$ cat config.mk
export PLATFORM = sky130hd
export DESIGN_NAME = byte_packer
export DESIGN_NICKNAME = d
export VERILOG_FILES = /design/src/source/pack_pkg.sv /design/src/source/pack_ctrl.sv /design/src/source/fill_counter.sv /design/src/source/byte_gather.sv /design/src/source/word_emit.sv /design/src/source/byte_packer.sv
export SDC_FILE = /design/constraint.sdc
export NUM_CORES = 1
export LEC_CHECK = 0
export BUFFER_PORTS_ARGS = -buffer_cell sky130_fd_sc_hd__buf_4
export CORE_ASPECT_RATIO = 0.6
export CORE_MARGIN = 4
export CORE_UTILIZATION = 40
export DETAILED_ROUTE_END_ITERATION = 10
export SETUP_SLACK_MARGIN = 0.2
export SYNTH_ARGS = -nofsm -noshare
export SYNTH_HDL_FRONTEND = slang
export SYNTH_SLANG_ARGS = --single-unit
$ cat constraint.sdc
create_clock -name clk_i -period 4.1 [get_ports clk_i]
set_clock_uncertainty 0.1 [all_clocks]
set_input_delay 0 -clock clk_i [delete_from_list [all_inputs] [get_ports clk_i]]
set_output_delay 0 -clock clk_i [all_outputs]
set_load 0.01 [all_outputs]
$ cat src/source/pack_pkg.sv
////////////////////////////////////////
// shared widths and controller states
// for the byte repacker
////////////////////////////////////////

package pack_pkg;

  // byte lanes of one input word
  localparam int IN_BYTES = 4;

  // bytes per output word
  localparam int OUT_BYTES = 4;

  // deepest possible buffer fill
  localparam int BUF_BYTES = IN_BYTES + OUT_BYTES - 1;

  // fill level width, holds 0..BUF_BYTES
  localparam int CNT_W = 4;

  typedef enum logic [1:0] {
    IDLE,   // no mask loaded yet
    RUN,    // accepting input words
    FLUSH,  // draining leftover bytes
    DONE    // flush finished, one cycle
  } ctrl_state_e;

endpackage

$ cat src/source/pack_ctrl.sv
////////////////////////////////////////
// controller FSM for idle, run, flush
////////////////////////////////////////

`timescale 1ns/10ps

module pack_ctrl (
  input  logic                       clk_i,
  input  logic                       rst_in,
  input  logic                       cfg_stb_i,     // mask load, leaves idle
  input  logic                       flush_i,       // one-cycle request
  input  logic                       word_ready_i,  // full word pending in buffer
  input  logic [pack_pkg::CNT_W-1:0] fill_level_i,
  output logic                       accept_o,      // input words are taken
  output logic                       pad_o,         // emit partial word
  output logic                       flush_done_o
);

  pack_pkg::ctrl_state_e state_q;
  pack_pkg::ctrl_state_e state_d;

  always_comb begin
    state_d = state_q;
    pad_o   = 1'b0;
    case (state_q)
      pack_pkg::IDLE: begin
        if (cfg_stb_i) begin
          state_d = pack_pkg::RUN;
        end
      end
      pack_pkg::RUN: begin
        if (flush_i) begin
          state_d = pack_pkg::FLUSH;
        end
      end
      pack_pkg::FLUSH: begin
        // a full word still leaves on its own first
        if (!word_ready_i) begin
          state_d = pack_pkg::DONE;
          if (fill_level_i != '0) begin
            pad_o = 1'b1;  // leftover bytes, padded word
          end
        end
      end
      pack_pkg::DONE: begin
        state_d = pack_pkg::RUN;
      end
      default: begin
        state_d = pack_pkg::IDLE;
      end
    endcase
  end

  always_ff @(posedge clk_i) begin
    if (!rst_in) begin
      state_q <= pack_pkg::IDLE;
    end else begin
      state_q <= state_d;
    end
  end

  assign accept_o     = (state_q == pack_pkg::RUN);  // only in run mode
  assign flush_done_o = (state_q == pack_pkg::DONE);

endmodule

$ cat src/source/fill_counter.sv
////////////////////////////////////////
// buffer fill level and full-word flag
////////////////////////////////////////

`timescale 1ns/10ps

module fill_counter (
  input  logic                       clk_i,
  input  logic                       rst_in,
  input  logic [pack_pkg::CNT_W-1:0] add_i,    // bytes appended this cycle
  input  logic                       clear_i,  // padded word drains the rest
  output logic [pack_pkg::CNT_W-1:0] fill_level_o,
  output logic                       word_ready_o
);

  logic [pack_pkg::CNT_W-1:0] fill_q;
  logic [pack_pkg::CNT_W-1:0] fill_d;
  logic [pack_pkg::CNT_W-1:0] sub;

  // a pending full word is consumed at this edge
  always_comb begin
    sub = '0;
    if (word_ready_o) begin
      sub = pack_pkg::CNT_W'(pack_pkg::OUT_BYTES);
    end
    fill_d = fill_q + add_i - sub;
  end

  always_ff @(posedge clk_i) begin
    if (!rst_in) begin
      fill_q <= '0;
    end else if (clear_i) begin
      fill_q <= '0;
    end else begin
      fill_q <= fill_d;
    end
  end

  assign fill_level_o = fill_q;
  assign word_ready_o = (fill_q >= pack_pkg::CNT_W'(pack_pkg::OUT_BYTES));

endmodule

$ cat src/source/byte_gather.sv
////////////////////////////////////////
// lane mask register, lane compaction
// and the byte buffer
////////////////////////////////////////

`timescale 1ns/10ps

module byte_gather (
  input  logic                                 clk_i,
  input  logic                                 rst_in,
  input  logic                                 cfg_stb_i,
  input  logic [pack_pkg::IN_BYTES-1:0]        lane_mask_i,  // set bit drops lane
  input  logic                                 stb_i,
  input  logic                                 accept_i,
  input  logic [pack_pkg::IN_BYTES*8-1:0]      d_i,          // lane 0 oldest
  output logic [pack_pkg::CNT_W-1:0]           add_cnt_o,
  output logic [pack_pkg::BUF_BYTES*8-1:0]     buf_bytes_o   // newest in byte 0
);

  logic [pack_pkg::IN_BYTES-1:0]    mask_q;
  logic [pack_pkg::BUF_BYTES*8-1:0] buf_q;
  logic [pack_pkg::BUF_BYTES*8-1:0] buf_d;
  logic                             take;

  assign take = stb_i & accept_i;

  // new mask applies from the next strobe
  always_ff @(posedge clk_i) begin
    if (!rst_in) begin
      mask_q <= '0;  // all lanes enabled
    end else if (cfg_stb_i) begin
      mask_q <= lane_mask_i;
    end
  end

  // Bytes enter at the bottom and move up with each new byte, so the
  // oldest held byte sits at index fill_level-1. Anything pushed past the
  // top has already been emitted.
  always_comb begin
    buf_d     = buf_q;
    add_cnt_o = '0;
    if (take) begin
      for (int i = 0; i < pack_pkg::IN_BYTES; i++) begin
        if (!mask_q[i]) begin
          buf_d     = {buf_d[(pack_pkg::BUF_BYTES-1)*8-1:0], d_i[i*8 +: 8]};
          add_cnt_o = add_cnt_o + pack_pkg::CNT_W'(1);
        end
      end
    end
  end

  always_ff @(posedge clk_i) begin
    if (!rst_in) begin
      buf_q <= '0;
    end else begin
      buf_q <= buf_d;
    end
  end

  assign buf_bytes_o = buf_q;

endmodule

$ cat src/source/word_emit.sv
////////////////////////////////////////
// oldest-word select, zero padding and
// the registered output word
////////////////////////////////////////

`timescale 1ns/10ps

module word_emit (
  input  logic                             clk_i,
  input  logic                             rst_in,
  input  logic [pack_pkg::BUF_BYTES*8-1:0] buf_bytes_i,
  input  logic [pack_pkg::CNT_W-1:0]       fill_level_i,
  input  logic                             word_ready_i,
  input  logic                             pad_i,
  output logic                             stb_o,
  output logic [pack_pkg::OUT_BYTES*8-1:0] q_o          // lane 0 oldest
);

  logic [pack_pkg::OUT_BYTES*8-1:0] word_d;
  logic                             emit;

  assign emit = word_ready_i | pad_i;

  // output lane k takes buffer byte fill_level-1-k
  // lanes past the fill level find no byte and stay zero on pad
  always_comb begin
    word_d = '0;
    for (int k = 0; k < pack_pkg::OUT_BYTES; k++) begin
      for (int j = 0; j < pack_pkg::BUF_BYTES; j++) begin
        if (j == int'(fill_level_i) - 1 - k) begin
          word_d[k*8 +: 8] = buf_bytes_i[j*8 +: 8];
        end
      end
    end
  end

  always_ff @(posedge clk_i) begin
    if (!rst_in) begin
      stb_o <= 1'b0;
    end else begin
      stb_o <= emit;  // one cycle per word
    end
  end

  always_ff @(posedge clk_i) begin
    if (emit) begin
      q_o <= word_d;
    end
  end

endmodule

$ cat src/source/byte_packer.sv
////////////////////////////////////////
// byte repacker top level
////////////////////////////////////////

`timescale 1ns/10ps

module byte_packer (
  input  logic                             clk_i,
  input  logic                             rst_in,
  input  logic                             cfg_stb_i,
  input  logic [pack_pkg::IN_BYTES-1:0]    lane_mask_i,
  input  logic                             stb_i,
  input  logic [pack_pkg::IN_BYTES*8-1:0]  d_i,
  input  logic                             flush_i,
  output logic                             stb_o,
  output logic [pack_pkg::OUT_BYTES*8-1:0] q_o,
  output logic                             flush_done_o
);

  logic                             accept;
  logic                             pad;
  logic [pack_pkg::CNT_W-1:0]       add_cnt;
  logic [pack_pkg::BUF_BYTES*8-1:0] buf_bytes;
  logic [pack_pkg::CNT_W-1:0]       fill_level;
  logic                             word_ready;

  pack_ctrl u_ctrl (
    .clk_i        (clk_i),
    .rst_in       (rst_in),
    .cfg_stb_i    (cfg_stb_i),
    .flush_i      (flush_i),
    .word_ready_i (word_ready),
    .fill_level_i (fill_level),
    .accept_o     (accept),
    .pad_o        (pad),
    .flush_done_o (flush_done_o)
  );

  fill_counter u_cnt (
    .clk_i        (clk_i),
    .rst_in       (rst_in),
    .add_i        (add_cnt),
    .clear_i      (pad),  // padded word empties the buffer
    .fill_level_o (fill_level),
    .word_ready_o (word_ready)
  );

  byte_gather u_gather (
    .clk_i       (clk_i),
    .rst_in      (rst_in),
    .cfg_stb_i   (cfg_stb_i),
    .lane_mask_i (lane_mask_i),
    .stb_i       (stb_i),
    .accept_i    (accept),
    .d_i         (d_i),
    .add_cnt_o   (add_cnt),
    .buf_bytes_o (buf_bytes)
  );

  word_emit u_emit (
    .clk_i        (clk_i),
    .rst_in       (rst_in),
    .buf_bytes_i  (buf_bytes),
    .fill_level_i (fill_level),
    .word_ready_i (word_ready),
    .pad_i        (pad),
    .stb_o        (stb_o),
    .q_o          (q_o)
  );

endmodule

==> results.py, run 1 <==
metrics = {
    "synth": {
        "synth_top_cell_area_share_pct": 24.1,
        "synth_mux_area_share_pct": 24.2,
        "syn-cell-area_sq_mm": 0.00852,
        "synth.ff_latch_count": 99,
        "synth_compound_area_share_pct": 25.4,
        "yosys-top-cells-area": "mux2i_1, dfxtp_1, edfxtp_1",
        "ys_seq_area_share_pct": 27.0,
        "synth_top_family_by_area": "compound AO/OA/AOI/OAI gates",
        "netlist_top_cells_count": "mux2i_1, dfxtp_1, nor2_1",
        "synthAdderAreaFrac_pct": 2.94,
        "ys_async_sr_fraction_pct": 0,
        "ys.flop_type": "dfxtp_1",
        "synthCells": 983,
        "synth_edf_count": 32,
        "synth_area_per_cell_sq_um": 8.67,
        "synth_nets": 1044,
        "synthDistinctLibCells": 69,
        "synth-simple-area-share_pct": 12.7,
        "synth_most_common_cell": "mux2i_1",
        "yosys_warnings": 0,
        "synth-xor-area-share_pct": 1.22,
        "synth_top_area_cell": "mux2i_1",
    },
    "floorplan": {
        "die_w_um": 196,
        "rows": 41,
        "ioPinCount": 75,
        "start_util_pct": 40.6,
        "fp.dieH_um": 121,
        "dieArea_sq_mm": 0.0238,
        "core_area_sq_mm": 0.0210,
    },
    "timing": {
        "hold_violations": 0,
        "rsz0062_at_grt": "false",
        "max_freq_ghz": 0.298,
        "tightest_slew_ns": 1.10,
        "drv_slew": 0,
        "period_needed_ns": 3.35,
        "finalSetupTns_ns": 0,
        "slew_headroom_pct": 25.5,
        "finalCritPeriodShare_pct": 81.8,
        "setup_viol": 0,
    },
    "worst_setup_path": {
        "endpoint_kind": "flip-flop",
        "crit-reg2reg-launch": "u_cnt.fill_level_o[0]",
        "r2r_slack_ns": 0.75,
        "regToRegEndpoint": "u_emit.q_o[23]",
        "criticalPathCategory": "flip-flop to flip-flop",
        "path_max_fanout": 24,
        "r2r.worst_path.cells": 7,
        "start_kind": "flip-flop",
        "critPathArrivalTime_ns": 3.38,
        "crit_required_ns": 4.13,
    },
    "detailed_routing": {
        "drc": 0,
        "detail-route-antenna-nets": 0,
        "vias": 8021,
        "routedWlPerCell_um": 22.9,
        "drt_iter0_markers": 1119,
        "drt_wl_total_um": 29500,
        "dr.pass1.iters": 6,
        "via_per_inst": 6.23,
    },
    "min_path": {
        "worstHoldStart": "d_i[19]",
        "worstHoldPathCells": 5,
        "whs_endpoint": "u_gather.buf_bytes_o[11]",
        "hold_path.class": "input port to flip-flop",
    },
    "layout": {
        "drive_above_1_share_pct": 12.9,
        "area_growth_pct": 14.2,
        "fin_nets": 1064,
        "final_util_pct": 46.4,
        "antennaDiodeCount": 0,
    },
    "global_routing": {
        "grt_max_degree": 59,
        "antenna_found_initial": 0,
        "grt_use_total_pct": 24.4,
        "top_usage_layer": "met1",
        "use_met2_pct": 31.6,
        "met3_usage_pct": 6.19,
        "gr-total-overflow": 0,
        "first_global_vias": 7381,
        "grt_pass1_wl_um": 45500,
        "met1_usage_pct": 39.2,
    },
    "cts": {
        "path_clk_slew_ns": 0.08,
        "cts_buffer_depth": 2,
        "insertion_delay_ns": 0.37,
        "cts_resized": 0,
        "cts-buffers-inserted": 9,
        "cts_num_sinks": 99,
        "post_cts_buffers": 0,
        "cts_hold_buf": 31,
        "cts_tree": "built",
        "clockRootBuffer": "clkbuf_16",
        "htreeDepth": 3,
    },
    "pwr": {
        "power_per_cell_area_mw_per_mm2": 457,
        "p_leak_nw": 3.95,
        "peakVddDrop_mv": 0.272,
    },
    "placed_design": {
        "portBuffers": 74,
        "routabilityCongestion": 1.01,
        "hpwl_um": 21100,
    },
    "job": {
        "maxCapViolCount": 0,
    },
    "outcome": {
        "run_status": "finished, final reports clean",
    },
}
[registers in the layout, indices dropped and copies added, names as in the netlist]
signal and count:
u_gather.buf_bytes_o 56, u_ctrl.state_q 2, u_emit.q_o 32, u_cnt.fill_level_o 4
u_emit.stb_o 1, u_gather.mask_q 4
[worst max path at each step]
stage | startpoint | to | depth (start not counted) | slack, ns
4_1_cts | u_cnt.fill_level_o[0] | u_emit.q_o[8] | 9 | 0.78
2_1_floorplan | u_gather.mask_q[1] | u_cnt.fill_level_o[3] | 15 | 1.01
5_1_grt | u_cnt.fill_level_o[0] | u_emit.q_o[23] | 7 | 0.46
3_3_place_gp | u_cnt.fill_level_o[0] | u_emit.q_o[19] | 7 | 0.93
3_5_place_dp | u_cnt.fill_level_o[0] | u_emit.q_o[8] | 9 | 0.80
6_report | u_cnt.fill_level_o[0] | u_emit.q_o[23] | 7 | 0.75
[where the power goes]
group          internal [W]  switching, W  total (W)
Clock              0.000552      0.000420   0.000972
Combinational      0.000786       0.00119    0.00198
Sequential          0.00126      0.000243    0.00150
[layout make-up]
| cell class | instances | area [sq um] |
|---|---|---|
| clock buffer | 12 | 279 |
| clock inverter | 4 | 52.6 |
| fill | 2041 | 11200 |
| inverter | 20 | 75.1 |
| multi-input combinational | 750 | 5660 |
| sequential | 99 | 2310 |
| tap | 279 | 349 |
| timing repair buffer | 123 | 1000 |
[logic make-up (layout without fill, tap and decap cells)]
kind of cell / count (synthesis) / count (layout)
compound gates: 297 / 297
simple gates: 216 / 216
mux: 206 / 206
xor+xnor: 11 / 11
flops: 99 / 99
buf+inv: 134 / 159
fa+ha+maj: 20 / 20
[cells in the final DEF (no fill, tap or decap), types with 8 or more instances in the layout]
cell type      synthesis  final
o31ai_1               12     12
a21o_1                10     10
nor2b_1               25     25
a221oi_1              15     15
a31oi_1                9      9
o32ai_1                8      8
a22o_1                61     61
ha_1                  20     20
a211oi_1              18     18
dfxtp_1               67     64
a22oi_1               16     16
o22ai_1               17     17
edfxtp_1              32     32
and2_1                11     10
a21oi_1               60     60
buf_4                  5     92
inv_1                 17     17
clkbuf_16              0     11
nand2_1               53     53
nand3_1               18     18
nor2_1                64     64
o21ai_0               32     32
mux2i_1              205    205
a221o_1                8      8
dlygate4sd3_1          0     31
[per-stage QoR]
| step | total power, W | area [sq um] | instances | worst slack (ns) | hold slack [ns] |
|---|---|---|---|---|---|
| 2_1_floorplan | 0.00277 | 8520 | 983 | 1.01 | 0.0695 |
| 3_3_place_gp | 0.00341 | 9090 | 1240 | 0.931 | 0.162 |
| 3_5_place_dp | 0.00342 | 9090 | 1240 | 0.801 | 0.165 |
| 4_1_cts | 0.00442 | 9730 | 1287 | 0.779 | 0.0474 |
| 5_1_grt | 0.00469 | 9730 | 1287 | 0.461 | 0.0962 |
| 6_report | 0.00445 | 9730 | 1287 | 0.747 | 0.0579 |
[worst max-delay path: stages (launching register included)]
cell and delay [ns]:
dfxtp_1 0.50, inv_1 0.16, ha_1 0.36, or3b_1 0.64, nand2_1 0.63, o21ai_0 0.37, o21ai_0 0.13, a22o_1 0.20
[metal layers]
layer,wire length (um),vias to the layer above,share of wire (%)
li1,-,3748,-
met1,14700,3808,50
met2,11300,430,38
met3,3070,35,10
met4,433,0,1.5
met5,0,-,0
No activity file was read; power rests on OpenSTA's default activity.
==> inputs of run 2 (changes only) <==
Settings changed: ABC_AREA set to 1.
Clock period 4.1 ns to 3.29 ns, I/O delays scaled along.
==> run 2 against run 1 <==
- worst hold slack got worse by 0.038 ns
- critical endpoint is now u_cnt.fill_level_o[3]
- sequential power is 42% higher
- non-clock buffer count fell by 5
- clock power up 24%
- register-to-register slack worse by 0.36 ns
- fmax is 15% higher
- largest power group unchanged
==> results.py, run 2 <==
metrics = {
    "timing": {
        "layout_setup_ws_ns": 0.384,
        "finalCritPeriodShare_pct": 88.3,
        "max_freq_ghz": 0.344,
        "rsz0062_at_grt": "false",
        "drv_slew": 0,
        "setup_viol": 0,
        "tightest_slew_ns": 0.697,
        "hold_violations": 0,
        "slew_headroom_pct": 53.5,
        "period_needed_ns": 2.91,
        "finalSetupTns_ns": 0,
    },
    "detailed_routing": {
        "drt_wl_total_um": 33600,
        "vias": 9649,
        "drc": 0,
        "via_per_inst": 5.65,
        "routedWlPerCell_um": 19.7,
        "detail-route-antenna-nets": 0,
        "dr.pass1.iters": 7,
        "drt_iter0_markers": 1297,
    },
    "placed_design": {
        "routabilityCongestion": 1.03,
        "place_ws_ns": 0.119,
        "hpwl_um": 25200,
        "portBuffers": 74,
    },
    "worst_setup_path": {
        "crit_chain": "inv_1 -> ha_1 -> xnor2_1 -> ha_1 -> nand2_1 -> o21ai_0 -> a21oi_2 -> ha_1 -> ha_1 -> a21oi_1 -> xor2_1 -> nor2_1",
        "cp_slowest_cell": "dfxtp_2",
        "cpMostUsedCell": "ha_1",
        "slowest_delay_ns": 0.34,
        "crit_required_ns": 3.45,
        "crit-reg2reg-launch": "u_gather.mask_q[0]",
        "endpoint_kind": "flip-flop",
        "regToRegEndpoint": "u_cnt.fill_level_o[3]",
        "r2r_slack_ns": 0.38,
        "start_kind": "flip-flop",
        "endpoint": "u_cnt.fill_level_o[3]",
        "startpoint": "u_gather.mask_q[0]",
        "critPathArrivalTime_ns": 3.06,
        "r2r.worst_path.cells": 12,
        "criticalPathCategory": "flip-flop to flip-flop",
        "path_max_fanout": 3,
    },
    "synth": {
        "synth.ff_latch_count": 99,
        "syn-cell-area_sq_mm": 0.00852,
        "netlist_top_cells_count": "nand2_1, o21ai_0, inv_1",
        "ys_seq_area_share_pct": 27.0,
        "ys_async_sr_fraction_pct": 0,
        "yosys-top-cells-area": "nand2_1, dfxtp_1, o21ai_0",
        "ys.flop_type": "dfxtp_1",
        "synth_most_common_cell": "nand2_1",
        "synthDistinctLibCells": 37,
        "yosys_warnings": 0,
        "synth_top_area_cell": "nand2_1",
        "synth_top_cell_area_share_pct": 18.7,
        "synth_nets": 1430,
        "synthCells": 1369,
        "synth_area_per_cell_sq_um": 6.22,
        "synth_edf_count": 32,
    },
    "global_routing": {
        "antenna_found_initial": 0,
        "grt_pass1_wl_um": 50700,
        "gr-total-overflow": 0,
        "grt_use_total_pct": 27.9,
        "first_global_vias": 8833,
        "grt_max_degree": 66,
    },
    "floorplan": {
        "start_util_pct": 40.6,
        "die_w_um": 196,
        "ioPinCount": 75,
        "core_area_sq_mm": 0.0210,
        "dieArea_sq_mm": 0.0238,
        "rows": 41,
        "fp.dieH_um": 121,
    },
    "cts": {
        "cts_buffer_depth": 2,
        "clockRootBuffer": "clkbuf_16",
        "cts_tree": "built",
        "cts-buffers-inserted": 9,
        "path_clk_slew_ns": 0.08,
        "insertion_delay_ns": 0.38,
        "cts_num_sinks": 99,
        "htreeDepth": 3,
    },
    "layout": {
        "fin_nets": 1486,
        "fillers": 2174,
        "regArea_sq_mm": 0.00231,
        "drive_above_1_share_pct": 11.4,
        "area_growth_pct": 16.3,
        "final_common_cell": "nand2_1",
        "multi_input_area_sq_mm": 0.00526,
        "layout_common_cells": "nand2_1, o21ai_0, inv_1",
        "antennaDiodeCount": 0,
        "largest_reg_flops": 56,
    },
    "pwr": {
        "peakVddDrop_mv": 0.380,
        "power_per_cell_area_mw_per_mm2": 665,
        "power_w": 0.00659,
        "p_leak_nw": 4.49,
    },
    "job": {
        "maxCapViolCount": 0,
    },
    "outcome": {
        "run_status": "finished, final reports clean",
    },
    "min_path": {
        "hold_path.class": "input port to flip-flop",
    },
}
-- run 2: routing by layer --
metal  track usage, %  up-vias  share of wire [%]
met4             5.23        0                1.1
met5                0        -                  0
met1             42.7     4468                 46
li1                 -     4670                  -
met3             9.77       30                 14
met2             37.4      481                 38
-- run 2: cells by family after synthesis --
kind of cell / Yosys count / share of synthesized area (%)
flip-flops: 99 / 27.0
adder cells (fa/ha/maj): 20 / 2.94
multiplexers: 39 / 4.58
AND/OR/NAND/NOR: 584 / 29.4
AO/OA/AOI/OAI: 353 / 23.2
XOR/XNOR: 5 / 0.602
buffers and inverters: 269 / 12.2
-- run 2: layout make-up --
cell class | instances | area share [%]
Multi-Input combinational cell | 1003 | 53.0
Sequential cell | 99 | 23.3
Timing Repair Buffer | 118 | 9.54
Inverter | 194 | 7.35
Tap cell | 279 | 3.52
Clock buffer | 10 | 2.31
Clock inverter | 6 | 0.959
-- run 2: timing repair --
item                       in CTS  in global routing
cloned                          0                  2
hold endpoints to repair       12                  0
gates resized for setup         3                 17
hold buffers                   19                  0
pin swaps                       0                  1
setup endpoints to repair       8                 21
buffers inserted                0                  3
-- run 2: worst max-delay path, delay by kind of cell, from the launching register on --
family	cells	cell delay, ns
AND/OR/NAND/NOR	2	0.12
XOR/XNOR	2	0.45
adder cells (fa/ha/maj)	4	1.17
AO/OA/AOI/OAI	3	0.56
flip-flops	1	0.34
buffers and inverters	1	0.05
-- run 2: power by group --
part           internal (W)  total, W  switching, W
logic               0.00107   0.00324       0.00217
registers           0.00170   0.00213      0.000433
clock network      0.000676   0.00121      0.000539
total               0.00345   0.00659       0.00314
-- run 2: worst min-delay path by stage --
stage | from | end | slack (ns) | depth (start not counted)
after floorplan | lane_mask_i[1] | u_gather.mask_q[1] | 0.09 | 2
after global placement | lane_mask_i[2] | u_gather.mask_q[2] | 0.18 | 3
after detailed placement | lane_mask_i[0] | u_gather.mask_q[0] | 0.19 | 3
after CTS | d_i[17] | u_gather.buf_bytes_o[1] | 0.001 | 5
after global routing | d_i[17] | u_gather.buf_bytes_o[1] | 0.05 | 5
final | d_i[17] | u_gather.buf_bytes_o[1] | 0.02 | 5
-- run 2: stage by stage --
| stage | hold slack [ns] | std cells | area [sq um] | utilization [%] |
|---|---|---|---|---|
| global placement | 0.184 | 1669 | 9280 | 44.2 |
| floorplan | 0.0934 | 1369 | 8520 | - |
| CTS | 0.00117 | 1704 | 9810 | 46.8 |
| detailed placement | 0.187 | 1669 | 9280 | 44.2 |
| finish | 0.0197 | 1709 | 9910 | 47.2 |
| global route | 0.0476 | 1709 | 9910 | 47.2 |
==> inputs of run 3 (changes only) <==
Settings changed: CORE_MARGIN 4 to 2.
==> run 3 against run 2 <==
- die area fell by 5.3%
- worst hold slack gained 0.0028 ns
- global-route usage rose by 2.0 points
- clock-buffer cell count down 1
- total power decreased by 3.4%
- critical path depth grew 2
- critical endpoint is now u_emit.q_o[18]
- largest cell class unchanged
==> results.py, run 3 (synthesized netlist as in run 2, its figures left out) <==
metrics = {
    "worst_setup_path": {
        "crit_chain": "inv_2 -> ha_2 -> xnor2_2 -> ha_1 -> nand3_2 -> nand3_2 -> nor2_1 -> nand2_1 -> nand2_1 -> nand2_1 -> nand2_1 -> nand2_1 -> nand2_1 -> nand2_1",
        "crit_required_ns": 3.30,
        "path_max_fanout": 8,
        "criticalPathCategory": "flip-flop to flip-flop",
        "slowest_delay_ns": 0.43,
        "endpoint_kind": "flip-flop",
        "cp_slowest_cell": "dfxtp_1",
        "cpMostUsedCell": "nand2_1",
        "start_kind": "flip-flop",
        "critPathArrivalTime_ns": 2.88,
    },
    "outcome": {
        "run_status": "finished, final reports clean",
    },
    "cts": {
        "cts_num_sinks": 99,
        "path_clk_slew_ns": 0.08,
        "cts_tree": "built",
        "cts_buffer_depth": 2,
        "insertion_delay_ns": 0.37,
        "cts-buffers-inserted": 9,
        "htreeDepth": 3,
        "clockRootBuffer": "clkbuf_16",
    },
    "floorplan": {
        "dieArea_sq_mm": 0.0225,
        "fp.dieH_um": 117,
        "ioPinCount": 75,
        "die_w_um": 192,
        "start_util_pct": 40.7,
        "rows": 41,
        "core_area_sq_mm": 0.0209,
    },
    "job": {
        "maxCapViolCount": 0,
    },
    "timing": {
        "max_freq_ghz": 0.349,
        "period_needed_ns": 2.86,
        "setup_viol": 0,
        "drv_slew": 0,
        "hold_violations": 0,
        "layout_setup_ws_ns": 0.427,
        "finalSetupTns_ns": 0,
        "finalCritPeriodShare_pct": 87.0,
        "tightest_slew_ns": 0.707,
        "rsz0062_at_grt": "false",
        "slew_headroom_pct": 52.9,
    },
    "pwr": {
        "power_per_cell_area_mw_per_mm2": 648,
        "internal_power_w": 0.00327,
        "p_comb_share_pct": 49.6,
        "clkPwrFrac_pct": 16.8,
        "switchingPower_w": 0.00310,
        "p_leak_nw": 4.45,
        "peakVddDrop_mv": 0.395,
        "p_seq_share_pct": 33.6,
        "p_sw_share_pct": 48.7,
    },
    "global_routing": {
        "first_global_vias": 8621,
        "grt_pass1_wl_um": 49900,
        "gr-total-overflow": 0,
        "antenna_found_initial": 0,
        "grt_max_degree": 66,
        "grt_use_total_pct": 29.9,
    },
    "min_path": {
        "hold_path.class": "input port to flip-flop",
    },
    "placed_design": {
        "hpwl_um": 25200,
        "portBuffers": 74,
        "place_ws_ns": 0.104,
        "dpl_cell_area_sq_mm": 0.00928,
        "routabilityCongestion": 0.957,
    },
    "detailed_routing": {
        "via_per_inst": 5.64,
        "detail-route-antenna-nets": 0,
        "vias": 9628,
        "drt_iter0_markers": 1370,
        "drt_wl_total_um": 33200,
        "routedWlPerCell_um": 19.5,
        "drc": 0,
        "dr.pass1.iters": 6,
    },
    "layout": {
        "area_growth_pct": 15.3,
        "largest_reg_flops": 56,
        "fin_nets": 1484,
        "antennaDiodeCount": 0,
        "design_area_sq_mm": 0.00983,
        "drive_above_1_share_pct": 11.3,
        "final_common_cell": "nand2_1",
        "layout_common_cells": "nand2_1, o21ai_0, inv_1",
        "fillers": 2194,
    },
}
run 3: cell count changes in the layout (fill, tap and decap cells not counted), sizes merged:
cell      delta
bufinv       -2
clkinvlp     +1
buf          -1
nor2         -1
clkbuf       -1
inv          +2
run 3: repair_timing:
| item | in CTS | in global routing |
|---|---|---|
| hold buffers | 19 | 0 |
| endpoints found under the setup margin | 8 | 19 |
| endpoints found under the hold margin | 12 | 0 |
| cloned | 0 | 1 |
| pin swaps | 1 | 2 |
| gates resized for setup | 3 | 11 |
| setup buffers | 0 | 2 |
run 3: through the flow:
step,total power [W],cells,hold slack (ns),utilization (%)
floorplan,0.00397,1369,0.0934,-
global placement,0.00509,1669,0.192,44.3
detailed placement,0.00510,1669,0.199,44.3
CTS,0.00619,1704,0.00383,46.7
global route,0.00676,1707,0.0474,47.0
finish,0.00637,1707,0.0225,47.0
run 3: critical path: cells and delay by family (launching register included):
| kind | cells | cell delay (ns) |
|---|---|---|
| and+or+nand+nor | 10 | 1.28 |
| adders and majority gates | 2 | 0.51 |
| DFF | 1 | 0.43 |
| xor gates and xnor gates | 1 | 0.16 |
| buffers and inverters | 1 | 0.13 |
run 3: power by group through the flow:
stage                     logic (W)  registers, W  clock network (W)
after floorplan             0.00195       0.00202                  0
after global placement      0.00295       0.00214                  0
after CTS                   0.00302       0.00211            0.00107
after detailed placement    0.00297       0.00213                  0
after global routing        0.00349       0.00215            0.00111
final                       0.00316       0.00214            0.00107
run 3: worst paths after layout:
kind	from	end	slack, ns	cells after the start
max	u_cnt.fill_level_o[0]	u_emit.q_o[18]	0.43	14
min	d_i[20]	u_gather.buf_bytes_o[4]	0.02	5
max reg2reg	u_cnt.fill_level_o[0]	u_emit.q_o[18]	0.43	14
min reg2reg	u_gather.buf_bytes_o[38]	u_gather.buf_bytes_o[38]	0.45	2
run 3: layout make-up:
cell class                 count  area, sq um  area share [%]
multi-input combinational   1002         5240            53.3
sequential                    99         2310            23.5
timing repair buffer         117          926            9.42
inverter                     194          728            7.41
tap                          279          349            3.55
clock buffer                   9          225            2.29
clock inverter                 7         56.3           0.573
run 3: layer usage:
layer  routed length [um]  vias to the layer above  track usage [%]
met5                    0                        -                0
met4                  317                        0             5.29
met1                15400                     4442             45.1
met2                12600                      515             40.8
li1                     -                     4640                -
met3                 4910                       31             10.3
